File: src/issue_pkg.sv
package issue_pkg;

	localparam int WORD_W = 16;
	localparam int REG_W = 3;
	localparam int TAG_W = 3;
	localparam int STATION_W = 2;

	localparam int NUM_REGS = 8;
	localparam int NUM_ALU_STATIONS = 3;

	typedef logic [WORD_W-1:0] word_t;
	typedef logic [REG_W-1:0] reg_idx_t;
	typedef logic [TAG_W-1:0] rob_tag_t;	// Eight ROB entries
	typedef logic [STATION_W-1:0] station_id_t;

	// LC-3b opcode field, bits 15:12
	typedef enum logic [3:0] {
		op_br   = 4'b0000,
		op_add  = 4'b0001,
		op_ldb  = 4'b0010,
		op_stb  = 4'b0011,
		op_jsr  = 4'b0100,
		op_and  = 4'b0101,
		op_ldr  = 4'b0110,
		op_str  = 4'b0111,
		op_rti  = 4'b1000,
		op_not  = 4'b1001,
		op_ldi  = 4'b1010,
		op_sti  = 4'b1011,
		op_jmp  = 4'b1100,
		op_shf  = 4'b1101,
		op_lea  = 4'b1110,
		op_trap = 4'b1111
	} opcode_t;

	typedef enum logic [1:0] {
		class_alu   = 2'd0,
		class_load  = 2'd1,
		class_store = 2'd2,
		class_none  = 2'd3
	} op_class_t;

	typedef struct packed {
		logic valid;
		rob_tag_t tag;
		word_t data;
	} cdb_t;

	// Value is good when ready, else tag names the producer
	typedef struct packed {
		logic ready;
		word_t value;
		rob_tag_t tag;
	} operand_t;

	typedef struct packed {
		logic busy;
		word_t data;
		rob_tag_t rob_entry;
	} reg_entry_t;

	typedef struct packed {
		logic valid;
		reg_idx_t dest;
		rob_tag_t tag;
		word_t data;
	} commit_t;

	typedef struct packed {
		opcode_t opcode;
		op_class_t op_class;
		reg_idx_t dest;
		reg_idx_t sr1;
		reg_idx_t sr2;
		logic use_imm;
		word_t imm5;	// Already sign-extended
		word_t offset;	// Scaled for word accesses
	} decoded_t;

	typedef struct packed {
		logic enable;
		station_id_t station;
		opcode_t opcode;
		rob_tag_t dest;
		operand_t j;
		operand_t k;
	} rs_write_t;

	typedef struct packed {
		logic enable;
		opcode_t opcode;
		rob_tag_t dest;	// Zero for stores
		word_t offset;
		operand_t base;
		operand_t src;
	} ldst_write_t;

	typedef struct packed {
		logic enable;
		opcode_t opcode;
		reg_idx_t dest;
	} rob_write_t;

endpackage

File: src/instr_decode.sv
`timescale 1ns/1ps

module instr_decode (
	input issue_pkg::word_t instr,
	output issue_pkg::decoded_t dec
);
	import issue_pkg::*;

	opcode_t opcode;
	word_t sext6;

	assign opcode = opcode_t'(instr[15:12]);
	assign sext6 = {{(WORD_W-6){instr[5]}}, instr[5:0]};

	always_comb
	begin
		dec.opcode = opcode;
		dec.dest = instr[11:9];
		dec.sr1 = instr[8:6];
		dec.sr2 = instr[2:0];

		// SHF always carries its amount in the low bits
		dec.use_imm = instr[5] || (opcode == op_shf);
		dec.imm5 = {{(WORD_W-5){instr[4]}}, instr[4:0]};

		case (opcode)
			op_add, op_and, op_not, op_shf:
				dec.op_class = class_alu;
			op_ldr, op_ldb:
				dec.op_class = class_load;
			op_str, op_stb:
				dec.op_class = class_store;
			default:
				dec.op_class = class_none;
		endcase

		// Word accesses address in units of two bytes
		if (opcode == op_ldr || opcode == op_str)
			dec.offset = sext6 << 1;
		else
			dec.offset = sext6;	// Byte form
	end

endmodule

File: src/issue_control.sv
`timescale 1ns/1ps

module issue_control (
	input logic instr_is_new,
	input issue_pkg::decoded_t dec,
	input logic [issue_pkg::NUM_ALU_STATIONS-1:0] alu_busy,
	input logic ldst_full,
	input logic rob_full,
	input issue_pkg::rob_tag_t rob_addr,
	input issue_pkg::reg_entry_t sr1_entry,
	input issue_pkg::reg_entry_t src_entry,
	input issue_pkg::operand_t opnd_a,
	input issue_pkg::operand_t opnd_b,
	output logic stall,
	output logic sel_src_reg,
	output issue_pkg::rob_tag_t rob_sr1_addr,
	output issue_pkg::rob_tag_t rob_sr2_addr,
	output logic rename_en,
	output issue_pkg::reg_idx_t rename_reg,
	output issue_pkg::rob_tag_t rename_tag,
	output issue_pkg::rs_write_t rs_write,
	output issue_pkg::ldst_write_t ldst_write,
	output issue_pkg::rob_write_t rob_write
);
	import issue_pkg::*;

	logic is_alu;
	logic is_load;
	logic is_store;
	logic is_mem;
	logic all_busy;
	logic issue;
	station_id_t free_station;
	operand_t imm_opnd;

	assign is_alu = (dec.op_class == class_alu);
	assign is_load = (dec.op_class == class_load);
	assign is_store = (dec.op_class == class_store);
	assign is_mem = is_load || is_store;
	assign all_busy = &alu_busy;

	// Unsupported opcodes never stall
	assign stall = instr_is_new &&
		((rob_full && (is_alu || is_mem)) ||
		(all_busy && is_alu) ||
		(ldst_full && is_mem));

	assign issue = instr_is_new && !stall && (is_alu || is_mem);

	// Stores read their source through the second resolver
	assign sel_src_reg = is_store;

	assign rob_sr1_addr = sr1_entry.rob_entry;
	assign rob_sr2_addr = src_entry.rob_entry;	// Dest tag for stores, sr2 tag otherwise

	always_comb
	begin
		free_station = '0;
		// Walk down so the lowest free one is kept
		for (int i = NUM_ALU_STATIONS - 1; i >= 0; i--)
		begin
			if (!alu_busy[i])
				free_station = station_id_t'(i);
		end
	end

	always_comb
	begin
		imm_opnd = '0;
		imm_opnd.ready = 1'b1;
		imm_opnd.value = dec.imm5;
	end

	// Stores produce no register value
	assign rename_en = issue && (is_alu || is_load);
	assign rename_reg = dec.dest;
	assign rename_tag = rob_addr;

	always_comb
	begin
		rs_write = '0;
		ldst_write = '0;
		rob_write = '0;

		if (issue)
		begin
			rob_write.enable = 1'b1;
			rob_write.opcode = dec.opcode;
			rob_write.dest = is_store ? reg_idx_t'(0) : dec.dest;

			if (is_alu)
			begin
				rs_write.enable = 1'b1;
				rs_write.station = free_station;
				rs_write.opcode = dec.opcode;
				rs_write.dest = rob_addr;
				rs_write.j = opnd_a;
				rs_write.k = dec.use_imm ? imm_opnd : opnd_b;
			end
			else
			begin
				ldst_write.enable = 1'b1;
				ldst_write.opcode = dec.opcode;
				ldst_write.dest = is_store ? rob_tag_t'(0) : rob_addr;
				ldst_write.offset = dec.offset;
				ldst_write.base = opnd_a;
				if (is_store)
					ldst_write.src = opnd_b;	// Value to be written to memory
			end
		end
	end

endmodule

File: src/issue_stage.sv
`timescale 1ns/1ps

module issue_stage (
	input logic clk,
	input logic rst_n,
	input issue_pkg::word_t instr,
	input logic instr_is_new,
	input issue_pkg::cdb_t cdb,
	input logic [issue_pkg::NUM_ALU_STATIONS-1:0] alu_busy,
	input logic ldst_full,
	input logic rob_full,
	input issue_pkg::rob_tag_t rob_addr,
	input issue_pkg::operand_t rob_sr1,
	input issue_pkg::operand_t rob_sr2,
	input issue_pkg::commit_t commit,
	output logic stall,
	output issue_pkg::rob_tag_t rob_sr1_addr,
	output issue_pkg::rob_tag_t rob_sr2_addr,
	output issue_pkg::rs_write_t rs_write,
	output issue_pkg::ldst_write_t ldst_write,
	output issue_pkg::rob_write_t rob_write
);
	import issue_pkg::*;

	decoded_t dec;
	reg_entry_t sr1_entry;
	reg_entry_t sr2_entry;
	reg_entry_t src_entry;
	reg_entry_t b_entry;
	operand_t opnd_a;
	operand_t opnd_b;
	logic sel_src_reg;
	logic rename_en;
	reg_idx_t rename_reg;
	rob_tag_t rename_tag;

	instr_decode u_decode (
		.instr(instr),
		.dec(dec)
	);

	reg_status u_regs (
		.clk(clk),
		.rst_n(rst_n),
		.dec(dec),
		.rename_en(rename_en),
		.rename_reg(rename_reg),
		.rename_tag(rename_tag),
		.commit(commit),
		.sr1_entry(sr1_entry),
		.sr2_entry(sr2_entry),
		.src_entry(src_entry)
	);

	// Second operand is sr2, or the store source
	assign b_entry = sel_src_reg ? src_entry : sr2_entry;

	operand_resolve res_a (
		.entry(sr1_entry),
		.rob_val(rob_sr1),
		.cdb(cdb),
		.opnd(opnd_a)
	);

	operand_resolve res_b (
		.entry(b_entry),
		.rob_val(rob_sr2),
		.cdb(cdb),
		.opnd(opnd_b)
	);

	issue_control u_ctrl (
		.instr_is_new(instr_is_new),
		.dec(dec),
		.alu_busy(alu_busy),
		.ldst_full(ldst_full),
		.rob_full(rob_full),
		.rob_addr(rob_addr),
		.sr1_entry(sr1_entry),
		.src_entry(b_entry),
		.opnd_a(opnd_a),
		.opnd_b(opnd_b),
		.stall(stall),
		.sel_src_reg(sel_src_reg),
		.rob_sr1_addr(rob_sr1_addr),
		.rob_sr2_addr(rob_sr2_addr),
		.rename_en(rename_en),
		.rename_reg(rename_reg),
		.rename_tag(rename_tag),
		.rs_write(rs_write),
		.ldst_write(ldst_write),
		.rob_write(rob_write)
	);

endmodule

File: src/operand_resolve.sv
`timescale 1ns/1ps

module operand_resolve (
	input issue_pkg::reg_entry_t entry,
	input issue_pkg::operand_t rob_val,
	input issue_pkg::cdb_t cdb,
	output issue_pkg::operand_t opnd
);
	import issue_pkg::*;

	logic cdb_hit;

	assign cdb_hit = cdb.valid && (cdb.tag == entry.rob_entry);

	always_comb
	begin
		opnd = '0;
		if (!entry.busy)
		begin
			opnd.ready = 1'b1;
			opnd.value = entry.data;
		end
		else if (cdb_hit)	// Producer broadcasting right now
		begin
			opnd.ready = 1'b1;
			opnd.value = cdb.data;
		end
		else if (rob_val.ready)
		begin
			// Finished but not yet retired
			opnd.ready = 1'b1;
			opnd.value = rob_val.value;
		end
		else
		begin
			opnd.tag = entry.rob_entry;	// Wait on producer
		end
	end

endmodule

File: src/reg_status.sv
`timescale 1ns/1ps

module reg_status (
	input logic clk,
	input logic rst_n,
	input issue_pkg::decoded_t dec,
	input logic rename_en,
	input issue_pkg::reg_idx_t rename_reg,
	input issue_pkg::rob_tag_t rename_tag,
	input issue_pkg::commit_t commit,
	output issue_pkg::reg_entry_t sr1_entry,
	output issue_pkg::reg_entry_t sr2_entry,
	output issue_pkg::reg_entry_t src_entry
);
	import issue_pkg::*;

	reg_entry_t regs [NUM_REGS];
	logic tag_match;

	// Only the newest producer may release the register
	assign tag_match = (regs[commit.dest].rob_entry == commit.tag);

	always_ff @(posedge clk or negedge rst_n)
	begin
		if (!rst_n)
		begin
			for (int i = 0; i < NUM_REGS; i++)
				regs[i] <= '0;
		end
		else
		begin
			if (commit.valid)
			begin
				regs[commit.dest].data <= commit.data;	// Data always lands
				if (tag_match)
					regs[commit.dest].busy <= 1'b0;
			end

			// Later assignment, so a same-cycle rename beats the commit
			if (rename_en)
			begin
				regs[rename_reg].busy <= 1'b1;
				regs[rename_reg].rob_entry <= rename_tag;
			end
		end
	end

	// Read ports, no bypass from commit
	assign sr1_entry = regs[dec.sr1];
	assign sr2_entry = regs[dec.sr2];
	assign src_entry = regs[dec.dest];	// Store source sits in the dest field

endmodule

File: config.mk
export PLATFORM = sky130hd
export DESIGN_NAME = issue_stage
export DESIGN_NICKNAME = d
export VERILOG_FILES = /design/src/issue_pkg.sv /design/src/instr_decode.sv /design/src/issue_control.sv /design/src/issue_stage.sv /design/src/operand_resolve.sv /design/src/reg_status.sv
export SDC_FILE = /design/constraint.sdc
export NUM_CORES = 1
export LEC_CHECK = 0
export BUFFER_PORTS_ARGS = -buffer_cell sky130_fd_sc_hd__buf_4
export CORE_ASPECT_RATIO = 1.4
export CORE_MARGIN = 2
export CORE_UTILIZATION = 55
export CTS_CLUSTER_SIZE = 24
export DETAILED_ROUTE_END_ITERATION = 10
export PLACE_DENSITY = 0.83
export RECOVER_POWER = 100
export SLEW_MARGIN = 20
export SYNTH_ARGS = -nofsm -noshare
export SYNTH_HDL_FRONTEND = slang
export SYNTH_SLANG_ARGS = --single-unit
File: constraint.sdc
create_clock -name clk -period 4.55 [get_ports clk]
set_input_delay 0.91 -clock clk [delete_from_list [all_inputs] [get_ports clk]]
set_output_delay 0.91 -clock clk [all_outputs]
set_load 0.01 [all_outputs]
==> metrics.md <==
| Metric | Value |
|---|---|
| H-tree lvl count | 4 |
| Largest family of logic cells by synthesized area | multiplexers |
| Arr. time, crit path | 3.69 ns |
| Die Y | 177 µm |
| CP max FO | 8 |
| Drc violations | 0 |
| TritonCTS clock tree | built |
| Total track usage | 0.377 |
| CP Capture Type | primary output |
| Vias in the first global route | 11100 |
| Critical path class | primary input to primary output |
| Adder-cell share of the synthesized area | 0.00318 |
| Mean post-synth cell area | 11.5 µm² |
| Tot Pwr | 5.42 mW |
| Synth area leader | dfrtp_1 |
| Vias | 10900 |
| Layout cell share with drive strength beyond 1 | 0.484 |
| Worst skew pair latency | 0.42 ns |
| Io pins | 239 |
| Max incr delay on CP | 0.32 ns |
| Fin crit share | 1.01 |
| Post-synth EDFFs | 0 |
| Syn Nets | 1138 |
| Ranking of synthesized cells by area | dfrtp_1 34%, mux4_2 20%, mux2_2 16% |
| FP Rows | 63 |
| Clk slew on worst S/H paths | 0.07 ns |
| Pwr/cell area | 370 mW/mm² |
| Die width | 128 µm |
| Pin count of the biggest net entering global routing | 88 |
| Most common cell in the netlist | mux2_2 |
| Simple-gate share of the synthesized area | 0.114 |
| TNS Setup | -0.0940 ns |
| Synth cell count leaders | 169 x mux2_2, 160 x dfrtp_1, 107 x mux4_2, 91 x nand2_1, 84 x nor2_1 |
| Max-cap violation count | 7 |
| Cells after Synth | 1025 |
| FFs w/ async S/R, synth | 1.00 |
| Final Worst Setup Slack | -0.0531 ns |
| Synth unique cells | 54 |
| CTS root buf | clkbuf_16 |
| Final Max Slew Viols | 196 |
| Place WS | -0.227 ns |
| Routed wire length | 42.7 mm |
| Drt wl/cell | 27.8 µm |
| Non-Filler Instances | 1538 |
| Initial core utilization | 0.559 |
| Die area | 0.0227 mm² |
| Fin util | 0.694 |
| Max reg flops | 160 |
| Most common cell on crit path | buf_4 |
| Share of the synthesized area in the top cell type | 0.339 |
| CTS Sinks | 160 |
| Post-synthesis compound-gate area fraction | 0.0921 |
| Leakage | 6.51 nW |
| Max VDD drop | 0.000230 V |
| CP bufs+invs | 6 |
| CP required | 3.64 ns |
| Crit start category | primary input |
| Endpoints failing setup | 4 |
| Ys flop type | dfrtp_1 |
| Seq/Total Area, Yosys | 0.339 |
| Violated checks | capacitance limit, slew limit, setup timing |
| CP top delay family | buffers and inverters |
| Critical Path, Cell by Cell | clkbuf_1 -> inv_1 -> ha_1 -> nand3b_1 -> clkbuf_4 -> a221oi_1 -> a21oi_1 -> buf_4 -> xor2_1 -> buf_4 -> nor2_4 -> o21a_1 -> o211ai_1 -> buf_4 |
| CTS Buf Count | 17 |
| DRT antenna net count | 0 |
| Xor and xnor area share after synthesis | 0.00657 |
| First-pass GRT wire length | 63.5 mm |
| Detailed Routing Iterations Pass 1 | 6 |
| Min-Delay Path Class | flip-flop to flip-flop |
| Via/cell ratio | 7.11 |
| Area delta synth->final | 24.1% |
| Hpwl dp | 28.6 mm |
| Max clock buf depth | 2 |
| Final Critical Period | 4.60 ns |
| Gr ovfl total | 0 |
| Final hold violations | 0 |
| Drt initial violations | 1238 |
| Rel. slew slack | -0.486 |
| Crit-path slowest cell | ha_1 |
| Status | finished, violations left |
| Largest registers | u_regs.regs x160 |
| Most flops, register | u_regs.regs |
| Core Region | 0.0211 mm² |
| Antenna violations before repair | 1 |
| Worst Tran Pin Value | 2.23 ns |
| Cells after DPL | 1498 |
| Mapped cell area | 0.0118 mm² |
| YS warnings | 0 |
| Fin Clk Skew | 0.0102 ns |
| Post-synthesis mux area share | 0.403 |
| Port bufs | 232 |
| Gpl congestion | 0.979 |
| Peak Freq | 217 MHz |
| RSZ-0062 raised after global routing | true |
| Fill cells | 1528 |
| Layout net count | 1377 |
| Synthesized flop and latch total | 160 |
[where the power goes]
part / internal, mW / leakage [nW] / switching, mW
registers: 1.73 / 1.96 / 0.337
logic: 1.03 / 4.26 / 0.917
clock network: 0.771 / 0.283 / 0.640
total: 3.52 / 6.51 / 1.89
[placed cells by master, fill, tap and decap left out, types with 4 or more instances in the layout]
master / count
o31ai_2: 11
nor2_1: 84
nor3b_1: 4
clkbuf_16: 17
and3_1: 19
and2_0: 6
dfrtp_1: 160
buf_4: 266
nand2_1: 90
a31oi_1: 6
a21oi_1: 9
clkbuf_1: 37
mux4_2: 107
o211ai_1: 6
clkinv_4: 4
inv_6: 5
o221ai_1: 13
nor2b_1: 16
buf_12: 4
o21ai_0: 13
nor3_1: 7
inv_1: 12
nand2b_1: 6
o21a_1: 8
mux2i_1: 43
a211oi_1: 20
o21ai_1: 10
nand3_1: 12
o31ai_1: 7
nand4_1: 4
a221oi_1: 4
mux2_2: 168
o22ai_1: 12
and2_1: 19
clkbuf_2: 4
xor2_1: 5
a221oi_2: 10
[cell families after synthesis]
group | count (synthesis)
buffers and inverters | 106
adder cells (fa/ha/maj) | 3
XOR/XNOR | 8
flip-flops | 160
AND/OR/NAND/NOR | 283
multiplexers | 320
AO/OA/AOI/OAI | 145
[layer usage]
layer / global-route usage / part of all wire
met1: 0.411 / 0.32
met2: 0.605 / 0.48
met3: 0.125 / 0.12
met4: 0.288 / 0.078
met5: 0 / 0
[stage by stage]
step / hold WS (ns) / instance area (µm²)
2_1_floorplan: 0.484 / 11800
5_1_grt: 0.570 / 14700
4_1_cts: 0.550 / 14700
3_5_place_dp: 0.536 / 14000
3_3_place_gp: 0.523 / 14000
6_report: 0.553 / 14700
[worst paths after layout]
path / start / endpoint / slack [ns] / cells after the start
max: instr[12] / rs_write[7] / -0.05 / 14
min: u_regs.regs[17] / u_regs.regs[17] / 0.55 / 1
max reg2reg: u_regs.regs[2] / u_regs.regs[139] / 2.23 / 6
min reg2reg: u_regs.regs[17] / u_regs.regs[17] / 0.55 / 1
max in group asynchronous: rst_n / u_regs.regs[5] / 1.42 / 2
min in group asynchronous: rst_n / u_regs.regs[138] / 1.13 / 1
[cell type report]
class | instances | area (µm²) | area share
sequential | 160 | 4000 | 0.273
multi-input combinational | 759 | 7460 | 0.509
clock inverter | 15 | 149 | 0.0102
inverter | 14 | 52.6 | 0.00358
tap | 260 | 325 | 0.0222
timing repair buffer | 312 | 2240 | 0.153
antenna | 1 | 2.50 | 0.000171
clock buffer | 17 | 425 | 0.0290
[what timing repair did]
| item | in CTS | in global routing |
|---|---|---|
| setup buffers | 3 | 4 |
| gates resized for setup | 3 | 19 |
| pin swaps | 7 | 6 |
| hold buffers | 0 | 0 |
| endpoints found under the setup margin | 21 | 53 |
(Power assumes the default switching activity.)
